==> config.mk <==
export PLATFORM = sky130hd
export DESIGN_NAME = store_data_formatter
export DESIGN_NICKNAME = d
export VERILOG_FILES = /design/src/mem_pkg.sv /design/src/store_data_formatter.sv
export SDC_FILE = /design/constraint.sdc
export NUM_CORES = 1
export LEC_CHECK = 0
export BUFFER_PORTS_ARGS = -buffer_cell sky130_fd_sc_hd__buf_2
export CORE_AREA = 2 2 408 410
export DETAILED_ROUTE_END_ITERATION = 7
export DIE_AREA = 0 0 410 412
export GPL_TIMING_DRIVEN = 0
export PLACE_DENSITY = 0.31
export SLEW_MARGIN = 20
export SYNTH_ARGS = -nofsm -noshare
export SYNTH_HDL_FRONTEND = slang
export SYNTH_SLANG_ARGS = --single-unit
==> constraint.sdc <==
create_clock -name vclk -period 2.2
set_input_delay 0.11 -clock vclk [all_inputs]
set_output_delay 0.11 -clock vclk [all_outputs]
set_load 0.05 [all_outputs]
==> src/mem_pkg.sv <==
// Shared definitions for the memory access stage
// Instruction format codes, memory and cache opcodes
// Line, mask and address types for a 16 lane, 512-bit cache line
// Opcode class helpers and lane word extraction

package mem_pkg;

	localparam int num_lanes = 16;

	typedef logic [num_lanes-1:0][31:0] lane_vector_t;	// Lane 15 in the top bits
	typedef logic [num_lanes*4-1:0] store_mask_t;		// Bit 63 is byte 0 of word 0
	typedef logic [25:0] line_addr_t;
	typedef logic [num_lanes-1:0] word_mask_t;		// Bit 15 is word 0

	// Format selectors
	localparam logic [1:0] fmt_c_code = 2'b10;
	localparam logic [3:0] fmt_d_code = 4'b1110;

	// Top half of an IO address
	localparam logic [15:0] io_page = 16'hffff;

	// Format C memory opcodes
	localparam logic [3:0] mem_b = 4'd0;
	localparam logic [3:0] mem_bx = 4'd1;
	localparam logic [3:0] mem_s = 4'd2;
	localparam logic [3:0] mem_sx = 4'd3;
	localparam logic [3:0] mem_l = 4'd4;
	localparam logic [3:0] mem_sync = 4'd5;
	localparam logic [3:0] mem_control_reg = 4'd6;
	localparam logic [3:0] mem_block = 4'd7;
	localparam logic [3:0] mem_block_m = 4'd8;
	localparam logic [3:0] mem_block_im = 4'd9;
	localparam logic [3:0] mem_strided = 4'd10;
	localparam logic [3:0] mem_strided_m = 4'd11;
	localparam logic [3:0] mem_strided_im = 4'd12;
	localparam logic [3:0] mem_scgath = 4'd13;
	localparam logic [3:0] mem_scgath_m = 4'd14;
	localparam logic [3:0] mem_scgath_im = 4'd15;

	// Format D cache opcodes
	localparam logic [2:0] cache_dinvalidate = 3'd1;
	localparam logic [2:0] cache_iinvalidate = 3'd2;
	localparam logic [2:0] cache_dflush = 3'd3;
	localparam logic [2:0] cache_stbar = 3'd4;

	localparam logic [31:0] nop_instruction = 32'd0;

	function automatic logic is_block_op(input logic [3:0] op);
		return op == mem_block || op == mem_block_m || op == mem_block_im;
	endfunction

	function automatic logic is_strided_op(input logic [3:0] op);
		return op == mem_strided || op == mem_strided_m || op == mem_strided_im;
	endfunction

	function automatic logic is_scgath_op(input logic [3:0] op);
		return op == mem_scgath || op == mem_scgath_m || op == mem_scgath_im;
	endfunction

	// Index 0 picks the top word of the vector
	function automatic logic [31:0] lane_word(input lane_vector_t value,
		input logic [3:0] lane);
		logic [3:0] slot;

		slot = 4'(num_lanes - 1) - lane;
		return value[slot];
	endfunction

endpackage

==> src/store_data_formatter.sv <==
// Store data path of the memory access stage
// Per-word byte enables from access size and low address bits
// Byte-swapped store data, replicated across the line or swapped per word

module store_data_formatter
(
	input  logic [3:0] op,
	input  logic [1:0] addr_low,
	input  mem_pkg::lane_vector_t store_value,
	input  logic [3:0] reg_lane,
	output logic [3:0] byte_mask,
	output mem_pkg::lane_vector_t data_to_dcache
);

	logic [31:0] lane_value;
	logic [31:0] scalar_value;
	logic [31:0] fill_word;
	logic per_word;

	// Register values are little endian, memory is big endian
	function automatic logic [31:0] byte_swap(input logic [31:0] value);
		return {value[7:0], value[15:8], value[23:16], value[31:24]};
	endfunction

	assign scalar_value = store_value[0];
	assign lane_value = mem_pkg::lane_word(store_value, reg_lane);

	always_comb
	begin
		byte_mask = 4'b1111;
		fill_word = byte_swap(scalar_value);
		per_word = 1'b0;

		case (op)
			mem_pkg::mem_b, mem_pkg::mem_bx:
			begin
				byte_mask = 4'b1000 >> addr_low;
				fill_word = {scalar_value[7:0], 24'd0} >> {addr_low, 3'b000};
			end

			mem_pkg::mem_s, mem_pkg::mem_sx:
			begin
				if (!addr_low[1])
				begin
					byte_mask = 4'b1100;	// Upper half of the word
					fill_word = {scalar_value[7:0], scalar_value[15:8], 16'd0};
				end
				else
				begin
					byte_mask = 4'b0011;
					fill_word = {16'd0, scalar_value[7:0], scalar_value[15:8]};
				end
			end

			mem_pkg::mem_l, mem_pkg::mem_sync, mem_pkg::mem_control_reg:
				fill_word = byte_swap(scalar_value);

			mem_pkg::mem_strided, mem_pkg::mem_strided_m, mem_pkg::mem_strided_im,
			mem_pkg::mem_scgath, mem_pkg::mem_scgath_m, mem_pkg::mem_scgath_im:
				fill_word = byte_swap(lane_value);	// Current lane only

			default:
				per_word = 1'b1;	// Block store
		endcase
	end

	// Word mask later picks which replicated copy is written
	always_comb
	begin
		for (int i = 0; i < mem_pkg::num_lanes; i++)
		begin
			if (per_word)
				data_to_dcache[i] = byte_swap(store_value[i]);
			else
				data_to_dcache[i] = fill_word;
		end
	end

endmodule

Yosys cells after proc, flatten, opt, wreduce, memory -nomap -nowiden:

Index checks and enable logic that the tools add are counted.

* reduce and logical (&&, ||, !) cells: 5
* shift operators: 2
* mux-type cells: 22
* equal/unequal tests: 12
* order comparisons: 1
* add/sub/neg operators: 1

Operator list (number)
* 32-bit 2-to-1 mux: 18
* 32-bit binary-select mux with 4-bit select: 1
* 32-bit one-hot mux with 3 select lines: 1
* 32-bit by 5-bit >> shifter with 32-bit output: 1
* 4-bit equality test, second input constant: 6
* 13-bit OR reduction: 1
* 4-bit by 3-bit equality test with 1-bit output, second input constant: 3
* 4-bit by 2-bit equality test with 1-bit output, second input constant: 2
* 4-bit one-hot mux with 2 select lines: 1
* 6-bit OR reduction: 1
* 4-bit by 5-bit less-than comparator with 1-bit output, second input constant: 1
* 4-bit by 1-bit equality test with 1-bit output, second input constant: 1
* 4-bit zero test: 1
* 4-bit 2-to-1 mux: 1
* 2-bit OR reduction: 2
* 4-bit by 2-bit >> shifter with 4-bit output, first input constant: 1
* 4-bit subtractor, first input constant: 1

* flip-flop bits (word level): 0
* bits of input ports: 522

Logic depth before layout (Yosys ltp):

* depth after elaboration: 5
* mapped depth: 10
* depth with buffers taken out: 5

Worst setup path after synthesis:

No wires, ideal clock.

* path kind: input port to output port
* from: input op[1]
* to: output data_to_dcache[246] (netlist name)
* arrival: 2.508 ns
* required time: 2.090 ns
* setup slack: -0.418 ns
* stages on the path: 7
* buffers on the path: 3
* path through: nor4b_4 > and2_1 > clkbuf_1 > buf_4 > a221oi_2 > clkbuf_1 > o21ai_0

RTL lines
* start: declaration: RTL line store_data_formatter.sv:7 `input logic [3:0] op,`
* end: declaration: RTL line store_data_formatter.sv:12 `output mem_pkg::lane_vector_t data_to_dcache`

==> flow_summary.json <==
{
  "min_path_type": "input pin to primary output",
  "setup-tns-final_ns": -58.19,
  "ctsHoldBuffers": 0,
  "drive_gt1_frac": 0.655,
  "yosysSeqAreaShare": 0,
  "dieArea_um2": 169000,
  "hold_viol_final": 0,
  "via_per_inst": 3.88,
  "drt_wl_total_mm": 186,
  "vias": 18600,
  "crit_type": "input pin to primary output",
  "crit_family": "buffers and inverters",
  "ioPinCount": 1038,
  "violations": "negative setup slack",
  "seq_cells": 0,
  "period_needed_ns": 2.51,
  "post_drt_wl_per_cell_um": 38.7,
  "slowest_delay_ns": 0.61,
  "track_usage": 0.204,
  "rows": 149,
  "start_util": 0.0591,
  "powerDensity_nw_per_um2": 584,
  "met1_usage": 0.245,
  "grt-ovfl-total": 0,
  "grt_pass1_vias": 17700,
  "crit_chain": "buf_16 -> buf_12 -> buf_4 -> mux4_2 -> o22ai_2 -> a211oi_2 -> buf_4 -> o221ai_4 -> buf_4 -> buf_12 -> nand2_1 -> buf_4",
  "worst_pin_slew_ns": 0.787,
  "critPathMaxFanout": 6,
  "io_buffers": 1028,
  "seqCellArea_um2": 0,
  "grt_max_degree": 12,
  "cp_num_buf_inv": 7,
  "ir_drop_mv": 0.327,
  "worstPathRequired_ns": 2.09,
  "yosysWarnings": 0,
  "top_usage_layer": "met2",
  "antenna_found_initial": 109,
  "critPathSlowestCell": "mux4_2",
  "grtUsageMet3": 0.0676,
  "cp_common_cell": "buf_4",
  "yosys.area.top_type": "a21o_1",
  "nets": 3099,
  "rsz0062_at_grt": "true",
  "synth_nets": 1907,
  "core-area_um2": 164000,
  "multi_input_area_um2": 10400,
  "yosysMostFrequentCell": "a21o_1",
  "end_kind": "primary output",
  "whs_ns": 0.580,
  "syn-mean-instance-area_um2": 7.01,
  "p_leak_nw": 11.9,
  "max_clock_freq_mhz": 398,
  "period_share": 1.14,
  "clock_buffers": 0,
  "dr.first_iter.drc_count": 1685,
  "startpoint_type": "input pin",
  "ys_types": 53,
  "area_growth_pct": 148,
  "maxSlewViolCount": 0,
  "slew_headroom": 0.476,
  "dp_slack_ns": -2.45,
  "syn_inst": 1385,
  "finalWeightedCongestion": 1.01,
  "route.detailed.drc": 0,
  "netlist.area_leader.share": 0.198,
  "ant_nets": 0,
  "syn_area_um2": 9710,
  "die_h_um": 412,
  "status": "finished, violations left",
  "cap_violations": 0,
  "grt_pass1_wl_mm": 221,
  "die_w_um": 410,
  "setup_viol": 455,
  "synth_commonest_cells": "a21o_1, nand2_1, nor2_1, o21ai_0, mux2i_1",
  "hpwl_mm": 160,
  "fill_cells": 19000,
  "first_pass_iters": 5,
  "use_met2": 0.340,
  "final.setup.worst_slack_ns": -0.314,
  "ys_top_cells_by_area": "a21o_1, mux4_2, mux2i_1",
  "worstPathArrival_ns": 2.40
}
repair_timing:
action / CTS / global route
setup buffers: 82 / 62
gates cloned: 5 / 15
gates resized for setup: 679 / 592
pin swaps: 38 / 49
setup endpoints to repair: 512 / 506
area by class of cell:
type	instances	share of cell area
inverters	3	0.000778
plain buffers	165	0.0941
well taps	2189	0.114
diodes	39	0.00405
multi-input cells	1211	0.432
repair buffers	1196	0.355
through the flow:
step | cells | util | area [um2] | total power (W)
2_1_floorplan | 1385 | - | 9820 | 0.00713
3_3_place_gp | 4602 | 0.108 | 17700 | 0.0116
3_5_place_dp | 4607 | 0.109 | 17800 | 0.0116
4_1_cts | 4688 | 0.129 | 21200 | 0.0129
5_1_grt | 4791 | 0.147 | 24100 | 0.0145
6_report | 4803 | 0.147 | 24100 | 0.0141
cell families after synthesis:
group                  share of synthesized area
buffers and inverters                     0.0961
and+or+nand+nor                            0.185
AOI/OAI and AO/OA                          0.416
muxes                                      0.303
routing by layer:
metal,routed length [um],vias to the layer above
li1,-,7622
met1,71600,9390
met2,86500,1296
met3,18800,317
met4,8690,24
met5,167,-
cells in the final DEF (no fill, tap or decap), drive strengths merged, types with 30 or more instances in the layout:
cell type  Yosys  final
nor2         148    148
mux4          79     79
a21oi         33     33
diode          0     39
a21o         256    256
buf          125   1292
nand2        248    248
clkbuf        46     67
o21ai        152    152
o22ai         30     30
mux2i        109    109
where the power goes:
part	switching, W	internal [W]
clock network	0	0.00000000215
logic	0.00975	0.00435
registers	0	0
tightest hold or removal path: cells and delay by family:
kind,cells,cell delay [ns]
AO/OA/AOI/OAI,1,0.11
buffers and inverters,2,0.25
final timing paths:
check / from / slack (ns) / cells after the start / to
max: reg_lane[0] / -0.31 / 12 / data_to_dcache[104]
min: store_value[381] / 0.58 / 3 / data_to_dcache[357]
Note: power is estimated with default switching activity, not from simulation.
