===== src/mem_pkg.sv =====
// Shared definitions for the memory access stage
// Instruction format codes, memory and cache opcodes
// Line, mask and address types for a 16 lane, 512-bit cache line
// Opcode class helpers and lane word extraction

package mem_pkg;

	localparam int num_lanes = 16;

	typedef logic [num_lanes-1:0][31:0] lane_vector_t;	// Lane 15 in the top bits
	typedef logic [num_lanes*4-1:0] store_mask_t;		// Bit 63 is byte 0 of word 0
	typedef logic [25:0] line_addr_t;
	typedef logic [num_lanes-1:0] word_mask_t;		// Bit 15 is word 0

	// Format selectors
	localparam logic [1:0] fmt_c_code = 2'b10;
	localparam logic [3:0] fmt_d_code = 4'b1110;

	// Top half of an IO address
	localparam logic [15:0] io_page = 16'hffff;

	// Format C memory opcodes
	localparam logic [3:0] mem_b = 4'd0;
	localparam logic [3:0] mem_bx = 4'd1;
	localparam logic [3:0] mem_s = 4'd2;
	localparam logic [3:0] mem_sx = 4'd3;
	localparam logic [3:0] mem_l = 4'd4;
	localparam logic [3:0] mem_sync = 4'd5;
	localparam logic [3:0] mem_control_reg = 4'd6;
	localparam logic [3:0] mem_block = 4'd7;
	localparam logic [3:0] mem_block_m = 4'd8;
	localparam logic [3:0] mem_block_im = 4'd9;
	localparam logic [3:0] mem_strided = 4'd10;
	localparam logic [3:0] mem_strided_m = 4'd11;
	localparam logic [3:0] mem_strided_im = 4'd12;
	localparam logic [3:0] mem_scgath = 4'd13;
	localparam logic [3:0] mem_scgath_m = 4'd14;
	localparam logic [3:0] mem_scgath_im = 4'd15;

	// Format D cache opcodes
	localparam logic [2:0] cache_dinvalidate = 3'd1;
	localparam logic [2:0] cache_iinvalidate = 3'd2;
	localparam logic [2:0] cache_dflush = 3'd3;
	localparam logic [2:0] cache_stbar = 3'd4;

	localparam logic [31:0] nop_instruction = 32'd0;

	function automatic logic is_block_op(input logic [3:0] op);
		return op == mem_block || op == mem_block_m || op == mem_block_im;
	endfunction

	function automatic logic is_strided_op(input logic [3:0] op);
		return op == mem_strided || op == mem_strided_m || op == mem_strided_im;
	endfunction

	function automatic logic is_scgath_op(input logic [3:0] op);
		return op == mem_scgath || op == mem_scgath_m || op == mem_scgath_im;
	endfunction

	// Index 0 picks the top word of the vector
	function automatic logic [31:0] lane_word(input lane_vector_t value,
		input logic [3:0] lane);
		logic [3:0] slot;

		slot = 4'(num_lanes - 1) - lane;
		return value[slot];
	endfunction

endpackage


===== src/mem_address_unit.sv =====
// Address path of the memory access stage
// Effective pointer for scalar, block, strided and scatter/gather access
// Cache line address, cache lane, word mask and alignment check

module mem_address_unit
(
	input  logic [3:0] op,
	input  mem_pkg::lane_vector_t address,
	input  logic [31:0] base_addr,
	input  logic [31:0] strided_offset,
	input  mem_pkg::word_mask_t mask,
	input  logic [3:0] reg_lane,
	output mem_pkg::line_addr_t line_addr,
	output logic [3:0] cache_lane,
	output mem_pkg::word_mask_t word_mask,
	output logic misaligned
);

	logic [31:0] strided_ptr;
	logic [31:0] gather_ptr;
	logic [31:0] ptr;
	logic is_block;
	logic is_lane_op;
	mem_pkg::word_mask_t lane_bit;

	assign is_block = mem_pkg::is_block_op(op);
	assign is_lane_op = mem_pkg::is_strided_op(op) || mem_pkg::is_scgath_op(op);

	assign strided_ptr = base_addr + strided_offset;
	assign gather_ptr = mem_pkg::lane_word(address, reg_lane);	// One address per lane

	always_comb
	begin
		if (mem_pkg::is_strided_op(op))
			ptr = strided_ptr;
		else if (mem_pkg::is_scgath_op(op))
			ptr = gather_ptr;
		else
			ptr = address[0];	// Scalar and block use the low word
	end

	assign line_addr = ptr[31:6];
	assign cache_lane = ptr[5:2];

	// Word 0 sits in bit 15
	assign lane_bit = mem_pkg::word_mask_t'(16'h8000 >> cache_lane);

	always_comb
	begin
		if (is_block)
			word_mask = mask;
		else if (is_lane_op)
			word_mask = mask[reg_lane] ? lane_bit : '0;	// Only if this lane is active
		else
			word_mask = lane_bit;
	end

	// Required alignment follows the access size
	always_comb
	begin
		case (op)
			mem_pkg::mem_b, mem_pkg::mem_bx:
				misaligned = 1'b0;

			mem_pkg::mem_s, mem_pkg::mem_sx:
				misaligned = ptr[0];

			mem_pkg::mem_l, mem_pkg::mem_sync, mem_pkg::mem_control_reg,
			mem_pkg::mem_strided, mem_pkg::mem_strided_m, mem_pkg::mem_strided_im,
			mem_pkg::mem_scgath, mem_pkg::mem_scgath_m, mem_pkg::mem_scgath_im:
				misaligned = ptr[1:0] != 2'b00;

			default:
				misaligned = ptr[5:0] != 6'd0;	// Whole line
		endcase
	end

endmodule


===== config.mk =====
export PLATFORM = sky130hd
export DESIGN_NAME = mem_address_unit
export DESIGN_NICKNAME = d
export VERILOG_FILES = /design/src/mem_pkg.sv /design/src/mem_address_unit.sv
export SDC_FILE = /design/constraint.sdc
export NUM_CORES = 1
export LEC_CHECK = 0
export ABC_AREA = 1
export BUFFER_PORTS_ARGS = -buffer_cell sky130_fd_sc_hd__buf_2
export CAP_MARGIN = 20
export CORE_AREA = 5 5 251 253
export DETAILED_ROUTE_END_ITERATION = 8
export DIE_AREA = 0 0 256 258
export GPL_ROUTABILITY_DRIVEN = 0
export PLACE_DENSITY = 0.41
export SYNTH_ARGS = -nofsm -noshare
export SYNTH_HDL_FRONTEND = slang
export SYNTH_SLANG_ARGS = --single-unit

===== constraint.sdc =====
create_clock -name vclk -period 3.2
set_clock_uncertainty 0.05 [all_clocks]
set_input_delay 0.64 -clock vclk [all_inputs]
set_output_delay 0.64 -clock vclk [all_outputs]
set_load 0.05 [all_outputs]

== Word level (Yosys, flattened, before mapping) ==
Cells that the tools add are included.

* Flip-flop bits (word level): 0
* Input port bits: 600
* Output and inout bits: 47
* Logic and storage cells: 43

* $add $sub $neg: 2
* Magnitude comparators: 2
* Equal/unequal tests: 15
* Shifts and indexed selects: 1
* Muxes and demuxes: 10
* Reductions and logical operators: 13

{| class="wikitable"
|+ Operators by type and width
! cell !! count
|-
| binary-select mux 32 bit (select 4 bit) || 1
|-
| 2-to-1 mux 32 bit || 3
|-
| 2-to-1 mux 16 bit || 3
|-
| adder 32 bit || 1
|-
| == test 4 bit, second input constant || 8
|-
| == test 4 x 3 -> 1 bit, second input constant || 4
|-
| >> shifter 16 x 4 -> 16 bit, first input constant || 1
|-
| less-than comparator 4 x 5 -> 1 bit, second input constant || 2
|-
| OR reduction 9 bit || 1
|-
| == test 4 x 2 -> 1 bit, second input constant || 2
|-
| logical OR 1 bit || 7
|-
| nonzero test 6 bit || 1
|-
| binary-select mux 1 bit (select 4 bit) || 1
|-
| == test 4 x 1 -> 1 bit, second input constant || 1
|-
| zero test 4 bit || 1
|-
| OR reduction 2 bit || 2
|-
| subtractor 4 bit, first input constant || 1
|-
| one-hot mux 1 bit (3 select lines) || 1
|-
| nonzero test 2 bit || 1
|-
| 2-to-1 mux 1 bit || 1
|}

== Depth between registers and ports, before layout ==
* Depth after elaboration: 9
* Depth in mapped cells: 15

== Worst setup path before layout ==
No wires, ideal clock.

* Path type: input to output
* Start: input base_addr[2]
* End: output word_mask[8]
* Arrival time: 2.849 ns
* Required time: 2.510 ns
* Slack: -0.339 ns
* Cell stages on the path: 10
* Buffers on the path: 0
* Path through: ha_1 nand3_1 nand3_1 a21oi_1 nor2_1 o21ai_1 nand2_2 nor2_4 inv_2 o21ai_1

* Word-level cells in the longest chain between the ends: 6

{| class="wikitable"
|+ Ends and longest elaborated chain
! what !! line !! source
|-
| from (decl) || mem_address_unit.sv:9 || <nowiki>input logic [31:0] base_addr,</nowiki>
|-
| adder 32 bit * || mem_address_unit.sv:29 || <nowiki>assign strided_ptr = base_addr + strided_offset;</nowiki>
|-
| 2-to-1 mux 32 bit * || mem_address_unit.sv:34 || <nowiki>if (mem_pkg::is_strided_op(op))</nowiki>
|-
| named net cache_lane[3] || mem_address_unit.sv:14 || <nowiki>output logic [3:0] cache_lane,</nowiki>
|-
| >> shifter 16 x 4 -> 16 bit * || mem_address_unit.sv:46 || <nowiki>assign lane_bit = mem_pkg::word_mask_t'(16'h8000 >> cache_lane);</nowiki>
|-
| 2-to-1 mux 16 bit || mem_address_unit.sv:53 || <nowiki>word_mask = mask[reg_lane] ? lane_bit : '0;</nowiki>
|-
| 2-to-1 mux 16 bit * || mem_address_unit.sv:52 || <nowiki>else if (is_lane_op)</nowiki>
|-
| 2-to-1 mux 16 bit * || mem_address_unit.sv:50 || <nowiki>if (is_block)</nowiki>
|-
| to (decl) || mem_address_unit.sv:15 || <nowiki>output mem_pkg::word_mask_t word_mask,</nowiki>
|}

Mark *: on every way through the listed nets, which the timed path passes. The rest lies on a longest branch.

== Worst setup path in the final report ==
* Start: input reg_lane[0]
* End: output line_addr[9]

* Word-level cells in the longest chain between the ends: 5

{| class="wikitable"
|+ Ends and longest elaborated chain
! what !! line !! source
|-
| from (decl) || mem_address_unit.sv:12 || <nowiki>input logic [3:0] reg_lane,</nowiki>
|-
| subtractor 4 bit || mem_pkg.sv:65 || <nowiki>slot = 4'(num_lanes - 1) - lane;</nowiki>
|-
| binary-select mux 32 bit (select 4 bit) || mem_pkg.sv:66 || <nowiki>return value[slot];</nowiki>
|-
| 2-to-1 mux 32 bit (not written as such) || mem_pkg.sv:66 ||
|-
| 2-to-1 mux 32 bit || mem_address_unit.sv:36 || <nowiki>else if (mem_pkg::is_scgath_op(op))</nowiki>
|-
| 2-to-1 mux 32 bit || mem_address_unit.sv:34 ||
|-
| to (decl) || mem_address_unit.sv:13 || <nowiki>output mem_pkg::line_addr_t line_addr,</nowiki>
|}

Every way passes these cells. The select of a mux whose other input is x is not followed.

==> out/results.md <==
| Item | Reported |
|---|---|
| Unrepaired setup endpoints after global routing | true |
| Worst slack at placement | -440 ps |
| Data required, critical path | 2510 ps |
| Initial antenna violation count | 37 |
| Setup Crit Path Kind | input port to output pin |
| DIE AREA | 0.0660 sq mm |
| Via count of the first global-routing pass | 14500 |
| Number of nets in the layout | 2996 |
| Count of pins on the block boundary | 647 |
| Post-Syn Area per Cell | 4.94 sq um |
| Pin slew with the least headroom to its limit | 533 ps |
| Min-delay worst type | input port to output pin |
| Maximum achievable frequency | 0.309 GHz |
| DRC violations left | 0 |
| Routed WL per cell | 22.4 um |
| DR pass1 iterations | 5 |
| Starting density of the core | 12.9% |
| Post-detailed-route via-to-cell ratio | 4.57 |
| Violations in the final reports | setup timing |
| Run status | finished, violations left |
| Pins Over Slew Limit | 0 |
| Setup TNS after final layout | -81.4 ps |
| Area growth from synthesis to layout | 99.3% |
| Worst path setup slack after routing | -38.0 ps |
| Warnings from Yosys | 0 |
| Final instance area | 0.0156 sq mm |
| Endpoint arrival time on the critical path | 2550 ps |
| Number of placement rows | 91 |
| Port Buf Inserts | 647 |
| Critical path capture point type | output pin |
| First-pass GRT wire length | 98100 um |
| Startpoint type of the worst setup path | input port |
| Part of the total power dissipated in combinational logic | 100.0% |
| Vias after detailed routing | 14400 |
| Cell taking the most area after synthesis | o21ai_0 |
| Drt first-iter violations | 1023 |
| Global-route usage over all layers | 19.6% |
| Hold endpoint | word_mask[9] |
| Area after detailed placement | 0.0137 sq mm |
| Proportion of layout cells with a drive suffix above 1 | 47.9% |
| Die Span X | 256 um |
| Fraction of synthesized cell area taken by the top area cell type | 17.1% |
| Worst rel slew slack | 64.3% |
| Startpoint of the tightest hold check path | mask[9] |
| Top fanout value on the critical path | 16 |
| Distinct cell type count of the synthesized netlist | 42 |
| Static power due to leakage | 7.49 nW |
| Number of failing setup endpoints in the final timing report | 3 |
| Post-Route WL | 70700 um |
| Post-synthesis instance total | 1584 |
| Maximum capacitance violations | 0 |
| Min-Delay Path Depth | 4 |
| Clock power share | 0% |
| Seq pwr share | 0% |
| Net load switching power | 1.69 mW |
| Shortest period the worst path allows | 3240 ps |
| DRT antenna net count | 0 |
| Area occupied by registers | 0 sq um |
| Total of clock buffers placed in the layout | 0 |
| Leading cell types by total area after synthesis | o21ai_0 (17%), nor2_1 (16%), nand2_1 (14%), nand3_1 (9.2%), o22ai_1 (6.2%) |
| Count of final hold-check violations | 0 |
| Total power of the final layout | 3.03 mW |
| Core region area | 0.0608 sq mm |
| Final critical-path share of the clock period | 101% |
| Switching fraction of total power | 55.8% |
| Syn Std Cell Area | 0.00782 sq mm |
| Proportion of synthesized chip area in sequential cells | 0% |
| Maximum number of pins on one net before global-route repair | 35 |
| Count of flip-flops and latches | 0 |
| Total half-perimeter wirelength after legalization and detailed placement | 58800 um |
| Worst ir drop on vdd | 79.9 uV |
| Die height | 258 um |
| Remaining Overflow, GRT | 0 |
| P_int | 1.34 mW |
| Power per unit of standard cell area | 195 mW/mm^2 |
| Net count after synthesis | 2216 |
## critical path, stage by stage
cell and delay (ps):
clkbuf_16 160, inv_16 130, buf_16 170, buf_4 140, o21ai_0 90, o22ai_1 210
o21ai_0 160, buf_4 190, o22ai_1 140, nor2_1 60, o21ai_1 240, buf_12 180
## synth_stat cells, types with 10 or more instances
cell,number
o21ai_1,39
ha_1,31
o21ai_0,268
nand2_1,286
nand4_1,10
buf_2,51
clkbuf_1,41
a21oi_1,51
inv_1,82
buf_4,14
nand3_1,143
o221ai_1,20
o22ai_1,77
o211ai_1,37
nor2_1,343
buf_6,10
## kinds of logic (layout without fill, tap and decap cells)
logic type	count (synthesis)	in the layout	share of synthesized area [%]
buffers and inverters	208	986	12.5
XOR/XNOR	10	10	1.12
other	0	4	0
AO/OA/AOI/OAI	514	514	37.6
AND/OR/NAND/NOR	820	820	43.6
adder cells (fa/ha/maj)	32	32	5.22
## stage by stage
step	hold slack, ps	cells	util (%)
after floorplan	1440	1584	-
after global placement	1650	3128	22.5
after detailed placement	1650	3128	22.5
after CTS	1600	3147	24.6
after global routing	1610	3154	25.6
final	1590	3156	25.6
## layout by cell type (no fill, tap or decap), types with 37 or more instances in the layout
| cell type | instances |
|---|---|
| o22ai_1 | 69 |
| o211ai_1 | 37 |
| inv_1 | 76 |
| buf_2 | 593 |
| nand2_2 | 37 |
| buf_6 | 41 |
| nand2_1 | 244 |
| nand3_1 | 113 |
| buf_4 | 203 |
| o21ai_0 | 228 |
| nor2_1 | 328 |
| o21ai_1 | 47 |
## cell type report
| type | instances | area (sq um) |
|---|---|---|
| tap | 790 | 988 |
| antenna | 4 | 10.0 |
| fill | 7117 | 45200 |
| timing repair buffer | 898 | 6280 |
| multi-input combinational | 1376 | 7950 |
| inverter | 88 | 362 |
## worst max path at each step
stage / slack [ps] / end / start / depth (start not counted)
6_report: -40 / line_addr[9] / reg_lane[0] / 12
5_1_grt: -110 / line_addr[19] / strided_offset[11] / 12
4_1_cts: -20 / word_mask[13] / strided_offset[2] / 15
3_5_place_dp: -440 / line_addr[6] / base_addr[0] / 13
3_3_place_gp: -460 / line_addr[6] / base_addr[0] / 13
2_1_floorplan: -80 / word_mask[7] / base_addr[0] / 8
## per-layer routing
metal	share of wire (%)	track usage, %	vias up
met2	50	36.2	721
met3	7.7	4.17	104
met1	40	23.8	6551
met5	0.17	0	-
met4	2.0	3.49	20
li1	-	-	7041
## power groups by stage
stage	clock [mW]	sequential [mW]	combinational, mW
global placement	0	0	2.60
finish	0.000000169	0	3.03
detailed placement	0	0	2.59
global route	0.0000000846	0	3.26
floorplan	0	0	1.25
CTS	0	0	2.92
## repair_timing
action	in CTS	in global routing
pin swaps	51	42
resized for setup	218	153
hold buffers	0	0
setup buffers	12	5
setup endpoints to repair	42	41
gates cloned	10	1
Power figures use the tool's default switching activity.
